===== config.mk =====
export PLATFORM = sky130hd
export DESIGN_NAME = frame_checker_top
export DESIGN_NICKNAME = d
export VERILOG_FILES = /design/src/design/checksum_pkg.sv /design/src/design/frame_checker_top.sv /design/src/design/checksum_accumulator.sv /design/src/design/serial_deserializer.sv /design/src/design/bit_byte_counter.sv /design/src/design/frame_ctrl_fsm.sv
export SDC_FILE = /design/constraint.sdc
export NUM_CORES = 1
export LEC_CHECK = 0
export ABC_AREA = 1
export CAP_MARGIN = 20
export CORE_MARGIN = 2
export CORE_UTILIZATION = 58
export CTS_CLUSTER_SIZE = 20
export DETAILED_ROUTE_END_ITERATION = 8
export DONT_BUFFER_PORTS = 1
export GPL_TIMING_DRIVEN = 0
export PLACE_DENSITY_LB_ADDON = 0.05
export SLEW_MARGIN = 25
export SYNTH_ARGS = -nofsm -noshare
export SYNTH_HDL_FRONTEND = slang
export SYNTH_HIERARCHICAL = 1
export SYNTH_SLANG_ARGS = --single-unit

===== constraint.sdc =====
create_clock -name clk_i -period 2.78 [get_ports clk_i]
set_input_delay 0.556 -clock clk_i [delete_from_list [all_inputs] [get_ports clk_i]]
set_output_delay 0.556 -clock clk_i [all_outputs]
set_load 0.005 [all_outputs]

===== src/design/checksum_pkg.sv =====
package checksum_pkg;

    // ==============================
    // frame geometry
    // ==============================

    // serial bits per byte.
    localparam int BITS_PER_BYTE = 8;

    // bytes that enter the sum.
    localparam int DATA_BYTES = 8;

    // data bytes plus the check byte.
    localparam int FRAME_BYTES = 9;

    // ==============================
    // checksum arithmetic
    // ==============================

    // running sum width.
    localparam int SUM_W = 16;

    // fold plus check byte must land here.
    localparam logic [7:0] CHECK_TARGET = 8'hFF;

    // ==============================
    // types
    // ==============================

    typedef enum logic [2:0] {
        ST_IDLE      = 3'd0,
        ST_RECEIVE   = 3'd1,
        ST_JUDGE     = 3'd2,
        ST_REPORT    = 3'd3,
        ST_RELEASE   = 3'd4,
        ST_WAIT_LOW  = 3'd5
    } ctrl_state_e;

    typedef enum logic {
        RES_GOOD = 1'b0,
        RES_BAD  = 1'b1
    } frame_result_e;

endpackage

===== src/design/frame_checker_top.sv =====
`timescale 1ns/1ps

module frame_checker_top
    import checksum_pkg::*;
(
    input  logic          clk_i,
    input  logic          arst_n_i,
    input  logic          en_i,
    input  logic          data_i,
    output logic          result_req_o,
    input  logic          result_ack_i,
    output frame_result_e result_kind_o,
    output logic [7:0]    result_sum_o
);

    logic       rx_active;
    logic       clear;
    logic       byte_done;
    logic       frame_done;
    logic       is_check_byte;
    logic [7:0] byte_q;

    // ==============================
    // control
    // ==============================

    frame_ctrl_fsm u_frame_ctrl_fsm (
        .clk_i        (clk_i),
        .arst_n_i     (arst_n_i),
        .en_i         (en_i),
        .frame_done_i (frame_done),
        .result_ack_i (result_ack_i),
        .rx_active_o  (rx_active),
        .clear_o      (clear),
        .result_req_o (result_req_o)
    );

    bit_byte_counter u_bit_byte_counter (
        .clk_i           (clk_i),
        .arst_n_i        (arst_n_i),
        .clear_i         (clear),
        .rx_active_i     (rx_active),
        .en_i            (en_i),
        .byte_done_o     (byte_done),
        .frame_done_o    (frame_done),
        .is_check_byte_o (is_check_byte)
    );

    // ==============================
    // datapath
    // ==============================

    serial_deserializer u_serial_deserializer (
        .clk_i       (clk_i),
        .arst_n_i    (arst_n_i),
        .rx_active_i (rx_active),
        .en_i        (en_i),
        .data_i      (data_i),
        .byte_o      (byte_q)
    );

    checksum_accumulator u_checksum_accumulator (
        .clk_i           (clk_i),
        .arst_n_i        (arst_n_i),
        .clear_i         (clear),
        .byte_done_i     (byte_done),
        .is_check_byte_i (is_check_byte),
        .byte_i          (byte_q),
        .kind_o          (result_kind_o),
        .sum_o           (result_sum_o)
    );

endmodule


===== src/design/checksum_accumulator.sv =====
`timescale 1ns/1ps

module checksum_accumulator
    import checksum_pkg::*;
(
    input  logic          clk_i,
    input  logic          arst_n_i,
    input  logic          clear_i,
    input  logic          byte_done_i,
    input  logic          is_check_byte_i,
    input  logic [7:0]    byte_i,
    output frame_result_e kind_o,
    output logic [7:0]    sum_o
);

    logic             byte_done_q;
    logic             check_q;
    logic [SUM_W-1:0] total_q;
    logic [7:0]       fold;
    logic [7:0]       check_sum;

    // carry out of the fold is dropped.
    assign fold      = total_q[SUM_W-1:8] + total_q[7:0];
    assign check_sum = fold + byte_i;

    // ==============================
    // byte strobe delay
    // ==============================

    always_ff @(posedge clk_i or negedge arst_n_i)
    begin
        if (!arst_n_i)
        begin
            byte_done_q <= 1'b0;
            check_q     <= 1'b0;
        end
        else
        begin
            byte_done_q <= byte_done_i;
            check_q     <= byte_done_i & is_check_byte_i;
        end
    end

    // ==============================
    // sum and verdict
    // ==============================

    always_ff @(posedge clk_i or negedge arst_n_i)
    begin
        if (!arst_n_i)
        begin
            total_q <= '0;
            sum_o   <= 8'd0;
            kind_o  <= RES_GOOD;
        end
        else if (clear_i)
        begin
            total_q <= '0;
        end
        else if (byte_done_q)
        begin
            if (check_q)
            begin
                sum_o  <= fold;
                kind_o <= (check_sum == CHECK_TARGET) ? RES_GOOD : RES_BAD;
            end
            else
            begin
                total_q <= total_q + {{(SUM_W-8){1'b0}}, byte_i};
            end
        end
    end

endmodule


===== src/design/serial_deserializer.sv =====
`timescale 1ns/1ps

module serial_deserializer
    import checksum_pkg::*;
(
    input  logic       clk_i,
    input  logic       arst_n_i,
    input  logic       rx_active_i,
    input  logic       en_i,
    input  logic       data_i,
    output logic [7:0] byte_o
);

    logic [BITS_PER_BYTE-1:0] byte_q;

    // lsb first, so new bits enter at the top.
    always_ff @(posedge clk_i or negedge arst_n_i)
    begin
        if (!arst_n_i)
        begin
            byte_q <= '0;
        end
        else if (rx_active_i && en_i)
        begin
            byte_q <= {data_i, byte_q[BITS_PER_BYTE-1:1]};
        end
    end

    assign byte_o = byte_q;

endmodule


===== src/design/bit_byte_counter.sv =====
`timescale 1ns/1ps

module bit_byte_counter
    import checksum_pkg::*;
(
    input  logic clk_i,
    input  logic arst_n_i,
    input  logic clear_i,
    input  logic rx_active_i,
    input  logic en_i,
    output logic byte_done_o,
    output logic frame_done_o,
    output logic is_check_byte_o
);

    logic [2:0] bit_idx_q;
    logic [3:0] byte_idx_q;
    logic [2:0] bit_base;
    logic [3:0] byte_base;
    logic       advance;

    // clear and the first bit may share a cycle.
    assign bit_base  = clear_i ? 3'd0 : bit_idx_q;
    assign byte_base = clear_i ? 4'd0 : byte_idx_q;
    assign advance   = rx_active_i & en_i;

    assign byte_done_o     = advance && (bit_base == 3'(BITS_PER_BYTE - 1));
    assign is_check_byte_o = (byte_base == 4'(DATA_BYTES));
    assign frame_done_o    = byte_done_o && (byte_base == 4'(FRAME_BYTES - 1));

    always_ff @(posedge clk_i or negedge arst_n_i)
    begin
        if (!arst_n_i)
        begin
            bit_idx_q  <= 3'd0;
            byte_idx_q <= 4'd0;
        end
        else if (advance)
        begin
            if (byte_done_o)
            begin
                bit_idx_q <= 3'd0;
                // wrap after the check byte.
                if (frame_done_o)
                begin
                    byte_idx_q <= 4'd0;
                end
                else
                begin
                    byte_idx_q <= byte_base + 4'd1;
                end
            end
            else
            begin
                bit_idx_q  <= bit_base + 3'd1;
                byte_idx_q <= byte_base;
            end
        end
        else
        begin
            bit_idx_q  <= bit_base;
            byte_idx_q <= byte_base;
        end
    end

endmodule


===== src/design/frame_ctrl_fsm.sv =====
`timescale 1ns/1ps

module frame_ctrl_fsm
    import checksum_pkg::*;
(
    input  logic clk_i,
    input  logic arst_n_i,
    input  logic en_i,
    input  logic frame_done_i,
    input  logic result_ack_i,
    output logic rx_active_o,
    output logic clear_o,
    output logic result_req_o
);

    ctrl_state_e state_q;
    ctrl_state_e state_d;

    // set for one cycle after the last frame bit.
    logic last_bit_q;

    // ==============================
    // state register
    // ==============================

    always_ff @(posedge clk_i or negedge arst_n_i)
    begin
        if (!arst_n_i)
        begin
            state_q    <= ST_IDLE;
            last_bit_q <= 1'b0;
        end
        else
        begin
            state_q    <= state_d;
            last_bit_q <= frame_done_i;
        end
    end

    // ==============================
    // next state and strobes
    // ==============================

    always_comb
    begin
        state_d     = state_q;
        rx_active_o = 1'b0;
        clear_o     = 1'b0;
        case (state_q)
            ST_IDLE:
            begin
                // first bit is taken on the same edge.
                if (en_i)
                begin
                    clear_o     = 1'b1;
                    rx_active_o = 1'b1;
                    state_d     = ST_RECEIVE;
                end
            end
            ST_RECEIVE:
            begin
                if (last_bit_q)
                begin
                    state_d = ST_JUDGE;
                end
                else if (!en_i)
                begin
                    // abort drops the partial frame.
                    clear_o = 1'b1;
                    state_d = ST_IDLE;
                end
                else
                begin
                    rx_active_o = 1'b1;
                end
            end
            ST_JUDGE:
            begin
                state_d = ST_REPORT;
            end
            ST_REPORT:
            begin
                if (result_ack_i)
                begin
                    state_d = ST_RELEASE;
                end
            end
            ST_RELEASE:
            begin
                if (!result_ack_i)
                begin
                    state_d = ST_WAIT_LOW;
                end
            end
            ST_WAIT_LOW:
            begin
                // no new frame until the sender idles.
                if (!en_i)
                begin
                    state_d = ST_IDLE;
                end
            end
            default:
            begin
                state_d = ST_IDLE;
            end
        endcase
    end

    assign result_req_o = (state_q == ST_REPORT);

endmodule


After elaboration in Yosys (flattened, before gate mapping)
Index checks and enable logic that the tools add are counted.

Bits of input ports: 5. Flip-flop bits (word level): 46.

Reduce and logical (&&, ||, !) cells: 8. Add/sub/neg operators: 5. Equality and inequality tests: 12. Bitwise gates (word level): 3. Multiplexer cells: 23.

Operators with widths (number): $mux W16 (3); $mux W3 (8); $pmux W3 S6 (1); $add A16 B8 Y16 (1); $add A8 B8 Y8 (2); $mux W4 (4); $eq A3 B3 Y1 const B (3); $eq A8 B8 Y1 const B (1); $eq A3 B2 Y1 const B (2); $ne A2 B2 Y1 const B (3); $reduce_and A3 Y1 (2); $mux W1 (5); $add A4 B1 Y4 const B (1); $eq A4 B4 Y1 const B (1); $pmux W1 S2 (2); $add A3 B1 Y3 const B (1); $eq A3 B1 Y1 const B (1); $logic_and A1 B1 Y1 (3); $logic_not A3 Y1 (1); $and A1 B1 Y1 (2); $ne A2 B1 Y1 const B (1); $reduce_and A2 Y1 (1); $reduce_bool A2 Y1 (1); $not A1 Y1 (1).

Depth between registers and ports, before layout
Depth after elaboration: 10. Mapped depth: 18. Depth with buffers taken out: 18.

Modules after synthesis
The synthesis kept the hierarchy.

By module, submodules not included: checksum_accumulator (cells each 284, times used 1, area an instance 2133.3 µm²); bit_byte_counter (cells each 58, times used 1, area an instance 484.2 µm²); serial_deserializer (cells each 35, times used 1, area an instance 342.8 µm²); frame_ctrl_fsm (cells each 36, times used 1, area an instance 251.5 µm²).

Worst setup path before layout
No wires, ideal clock.

Path type: input-to-reg. From: input en_i. To: register u_bit_byte_counter.byte_idx_q[2]. Path buffers: 0. Cell stages on the path: 12. Arrival: 2.685 ns. Path slack: -0.025 ns. Cell sequence: inv_1 > nand2_1 > o31ai_1 > inv_2 > nand2_1 > inv_1 > ha_1 > ha_1 > inv_4 > nor2_8 > a21oi_1 > nor2_2.

Word-level cells in the longest chain between the ends: 10. Elaborated cells on any way between the ends: 17. Those cells by class: add/sub: 1; eq/ne: 2; mux: 11; bitwise: 1; reduce/logical: 2.

RTL lines: start: declaration (line frame_checker_top.sv:8) `input logic en_i,`; $mux W1 (line frame_ctrl_fsm.sv:66) `else if (!en_i)`; $mux W1 (line frame_ctrl_fsm.sv:62) `if (last_bit_q)`; $pmux W1 S2 * (line frame_ctrl_fsm.sv:49) `case (state_q)`; named net clear (line frame_checker_top.sv:17) `logic clear;`; $mux W3 * (line bit_byte_counter.sv:23) `assign bit_base = clear_i ? 3'd0 : bit_idx_q;`; $eq A3 B3 Y1 * (line bit_byte_counter.sv:27) `assign byte_done_o = advance && (bit_base == 3'(BITS_PER_BYTE - 1));`; $logic_and A1 B1 Y1 * (line bit_byte_counter.sv:27); named net byte_done (line frame_checker_top.sv:18) `logic byte_done;`; $logic_and A1 B1 Y1 (line bit_byte_counter.sv:29) `assign frame_done_o = byte_done_o && (byte_base == 4'(FRAME_BYTES - 1));`; $mux W4 (line bit_byte_counter.sv:44) `if (frame_done_o)`; $mux W4 * (line bit_byte_counter.sv:40) `if (byte_done_o)`; $mux W4 * (line bit_byte_counter.sv:38) `else if (advance)`; end signal: assignment (line bit_byte_counter.sv:50) `byte_idx_q <= byte_base + 4'd1;`; end signal: assignment (line bit_byte_counter.sv:56) `byte_idx_q <= byte_base;`; end signal: assignment (line bit_byte_counter.sv:62) `byte_idx_q <= byte_base;`; end: declaration (line bit_byte_counter.sv:17) `logic [3:0] byte_idx_q;`.

Mark *: on every way through the listed nets, which the timed path passes. The rest lies on a longest branch. A chain may end at the register's enable or synchronous reset.

Worst setup path in the final report
From: register u_checksum_accumulator.total_q[8]. To: register u_checksum_accumulator.kind_o.

Word-level cells in the longest chain between the ends: 4.

RTL lines: start: declaration (line checksum_accumulator.sv:18) `logic [SUM_W-1:0] total_q;`; start signal: assignment (line checksum_accumulator.sv:69) `total_q <= total_q + {{(SUM_W-8){1'b0}}, byte_i};`; $add A8 B8 Y8 (line checksum_accumulator.sv:23) `assign fold = total_q[SUM_W-1:8] + total_q[7:0];`; named net u_checksum_accumulator.fold[6] (line checksum_accumulator.sv:19) `logic [7:0] fold;`; $add A8 B8 Y8 (line checksum_accumulator.sv:24) `assign check_sum = fold + byte_i;`; $eq A8 B8 Y1 (line checksum_accumulator.sv:65) `kind_o <= (check_sum == CHECK_TARGET) ? RES_GOOD : RES_BAD;`; $mux W1 (line checksum_accumulator.sv:65); end signal: assignment (line checksum_accumulator.sv:65); end: declaration (line checksum_accumulator.sv:12) `output frame_result_e kind_o,`.

The timed path passes the listed nets, and every way through them passes these cells.

==> metrics.md <==
| Metric | Value |
|---|---|
| Global-route wire length before repair | ~11 mm |
| Count leader, synth | nand2_1 |
| Vias in the first global route | 2528 |
| Post-layout net count | 464 |
| Mapped Nets | 448 |
| H-tree depth | 2 |
| Clock Skew | 0.0124 ns |
| Clock sink total | 46 |
| Pre-CTS WS | -0.127 ns |
| Synthesis-stage register bit count | 46 |
| Number of enable flip-flop cells after synthesis | 0 |
| Total gr overflow | 0 |
| Post-synthesis cell type count | 35 |
| CP startpoint kind | register |
| Unrepaired setup endpoints after global routing | yes |
| Sequential share of the synthesized area | 0.358 |
| Starting Density | 0.591 |
| Post-Route M1 WL | approximately 2.9 mm |
| Die extent in x | approximately 80 um |
| Max rail drop VDD | 0.000431 V |
| Max-slew headroom | 0.604 |
| Final non-filler cell total | about 500 |
| Crit path time final | 2.68 ns |
| TritonRoute pass-1 iters | 4 |
| Critical path class | register to register |
| Slew @ Worst Pin | 0.593 ns |
| Ranking of synthesized cells by area | dfrtp_1, nand2_1, ha_1, nand3_1, inv_1 |
| Global Route Usage Sum | 0.234 |
| Tcrit/Tclk final | 0.966 |
| Final Util | 0.650 |
| Power Total | 1.86 mW |
| Crit-path max FO | 3 |
| Pwr Density | 526 nW/um^2 |
| Layout cells sized above 1 | 0.160 |
| Residual DRC | 0 |
| Final worst slack | 0.0956 ns |
| Worst skew pair latency | ~0.30 ns |
| Detailed Route Iter0 Violations | 105 |
| DIE AREA | 6150 um^2 |
| Avg Vias per Cell | 5.27 |
| Final GP Congestion | 0.849 |
| Core ar. | 5440 um^2 |
| Std cell rows | 27 |
| DR WL/cell | 13.1 um |
| Yosys warning count | 6 |
| Area leader, netlist | dfrtp_1 |
| FMAX | 373 MHz |
| Max Slew Vio Count | 0 |
| I/O Buffers | 0 |
| Met2 wire len | 3.32 mm |
| Die Y | 78.4 um |
| Worst hold path class | input port to async pin |
| Slowest-stage cell, CP | fa_2 |
| Dpl cells | 485 |
| CP delay by family, top | adder cells |
| Top cell type's share of synthesized area | 0.358 |
| Mapped Area | 3210 um^2 |
| TritonCTS clock tree | yes |
| Final setup fails | 0 |
| Ys flop type | dfrtp_1 |
| Worst stage delay on the critical path | 0.39 ns |
| Crit path DAT | 2.88 ns |
| Leakage Power | 1.90 nW |
| Initial antenna violation count | 0 |
| Post-synth top cells | nand2_1, inv_1, dfrtp_1, nand3_1, ha_1 |
| Clock Path Buffers | 2 |
| Post-synth ARST share | 1.00 |
| Syn Area/Cell | 7.78 um^2 |
| DR vias | 2646 |
| Hold Vio Cnt, Final | 0 |
| Hold Slack | 0.0932 ns |
| Max-cap viol count | 0 |
| Dpl hpwl | roughly 4.9 mm |
| Met3 Routed Length | slightly above 200 um |
| Worst path required time | 2.98 ns |
| CTS Root Cell | clkbuf_8 |
| Critical Path Sink Type | register |
| Final Routed Wirelength | approximately 6.6 mm |
| Pin count of the biggest net entering global routing | 47 |
| Most used cell, CP | nand2_1 |
| Status | completed |
| # IOs | 15 |
| Worst Path Buf+Inv | 3 |
| Area grow syn2layout | 10.0% |
| Clk slew on worst S/H paths | 0.09 ns |
| CTS Buf Count | 5 |
| Critical path cell sequence | ha_2 -> inv_2 -> fa_2 -> o21ai_2 -> nand2_1 -> nand2_1 -> a21oi_2 -> xnor2_2 -> ha_1 -> nand2_1 -> or2_4 -> nand3_2 -> inv_1 -> nand3_2 -> nand3_1 -> nand2_1 -> inv_1 |
| Highest metal used | met4 |
| Mapped Cells | between 400 and 500 |
| Post-route ant nets | 0 |
| Antenna cell count | 0 |
## flip-flops by register name (all words and copies together) (netlist names)
register and cells:
u_checksum_accumulator/total_q 16, u_checksum_accumulator/sum_o 8, u_serial_deserializer/byte_o 8, u_bit_byte_counter/byte_idx_q 4, u_bit_byte_counter/bit_idx_q 3, u_frame_ctrl_fsm/state_q 3
u_checksum_accumulator/byte_done_q 1, u_checksum_accumulator/check_q 1, u_checksum_accumulator/kind_o 1, u_frame_ctrl_fsm/last_bit_q 1
## final timing paths
kind,from,to,slack (ns),cells past startpoint
setup / recovery,u_checksum_accumulator/total_q[8]$_DFFE_PN0P_,u_checksum_accumulator/kind_o$_DFFE_PN0P_,0.1,17
hold / removal,arst_n_i,u_serial_deserializer/byte_o[1]$_DFFE_PN0P_,0.09,1
setup reg to reg,u_checksum_accumulator/total_q[8]$_DFFE_PN0P_,u_checksum_accumulator/kind_o$_DFFE_PN0P_,0.1,17
hold reg to reg,u_checksum_accumulator/sum_o[2]$_DFFE_PN0P_,u_checksum_accumulator/sum_o[2]$_DFFE_PN0P_,0.51,2
max in group asynchronous,arst_n_i,u_checksum_accumulator/total_q[11]$_DFFE_PN0P_,2.46,1
min in group clk_i,data_i,u_serial_deserializer/byte_o[7]$_DFFE_PN0P_,0.40,2
## final cells by class
cell class	count	area, um^2
fill	477	1910
clock inverter	2	12.5
buffer	3	27.5
multi-input combinational	304	1850
timing repair buffer	9	87.6
inverter	60	231
sequential	46	1150
clock buffer	6	82.6
tap	72	90.1
## worst reg2reg max path, cell delays in order, from the launching register on
cell     delay (ns)
dfrtp_2        0.38
ha_2           0.19
inv_2          0.04
fa_2           0.39
o21ai_2        0.15
nand2_1        0.07
nand2_1        0.08
a21oi_2        0.07
xnor2_2        0.17
ha_1           0.34
nand2_1        0.08
or2_4          0.25
nand3_2        0.07
inv_1          0.05
nand3_2        0.05
nand3_1        0.10
nand2_1        0.08
inv_1          0.04
## logic make-up (layout without fill, tap and decap cells)
group,after synthesis,after routing,synth area share
AO/OA/AOI/OAI,39,39,0.0729
XOR/XNOR,12,12,0.0327
adder cells (fa/ha/maj),30,30,0.124
buffers and inverters,63,80,0.0806
flip-flops,46,46,0.358
AND/OR/NAND/NOR,223,223,0.332
## stage by stage
stage          cell area (um^2)  TNS [ns]
2_1_floorplan              3220         0
5_1_grt                    3530    -0.112
3_3_place_gp               3310    -0.101
3_5_place_dp               3310    -0.140
4_1_cts                    3460         0
6_report                   3530         0
## where the power goes
group / total (mW) / internal (mW) / leakage, nW / switching (mW)
Sequential: 0.839 / 0.738 / 0.629 / 0.101
Clock: 0.429 / 0.200 / 0.0472 / 0.229
Combinational: 0.590 / 0.214 / 1.22 / 0.376
Total: 1.86 / 1.15 / 1.90 / 0.705
## per-layer routing
layer,vias up,global-route usage
met5,-,0
met4,0,0.0947
met3,10,0.0345
met2,46,0.409
met1,1229,0.290
li1,1361,-
## placed cells by master (no fill, tap or decap), types with 7 or more instances in the layout
master and n:
nand3_1 44, o21ai_0 10, dfrtp_1 44, inv_2 7, inv_1 50, buf_4 8, nor2_1 25, ha_1 26
nand2_1 119, a21oi_1 15
## timing repair
| action | 4_1_cts | 5_1_grt |
|---|---|---|
| hold buffers | 1 | 0 |
| endpoints found under the hold margin | 46 | 0 |
| pin swaps | 1 | 13 |
| endpoints found under the setup margin | 1 | 5 |
| setup buffers | 4 | 4 |
| gates resized for setup | 1 | 11 |
Note: power is estimated with default switching activity, not from simulation.
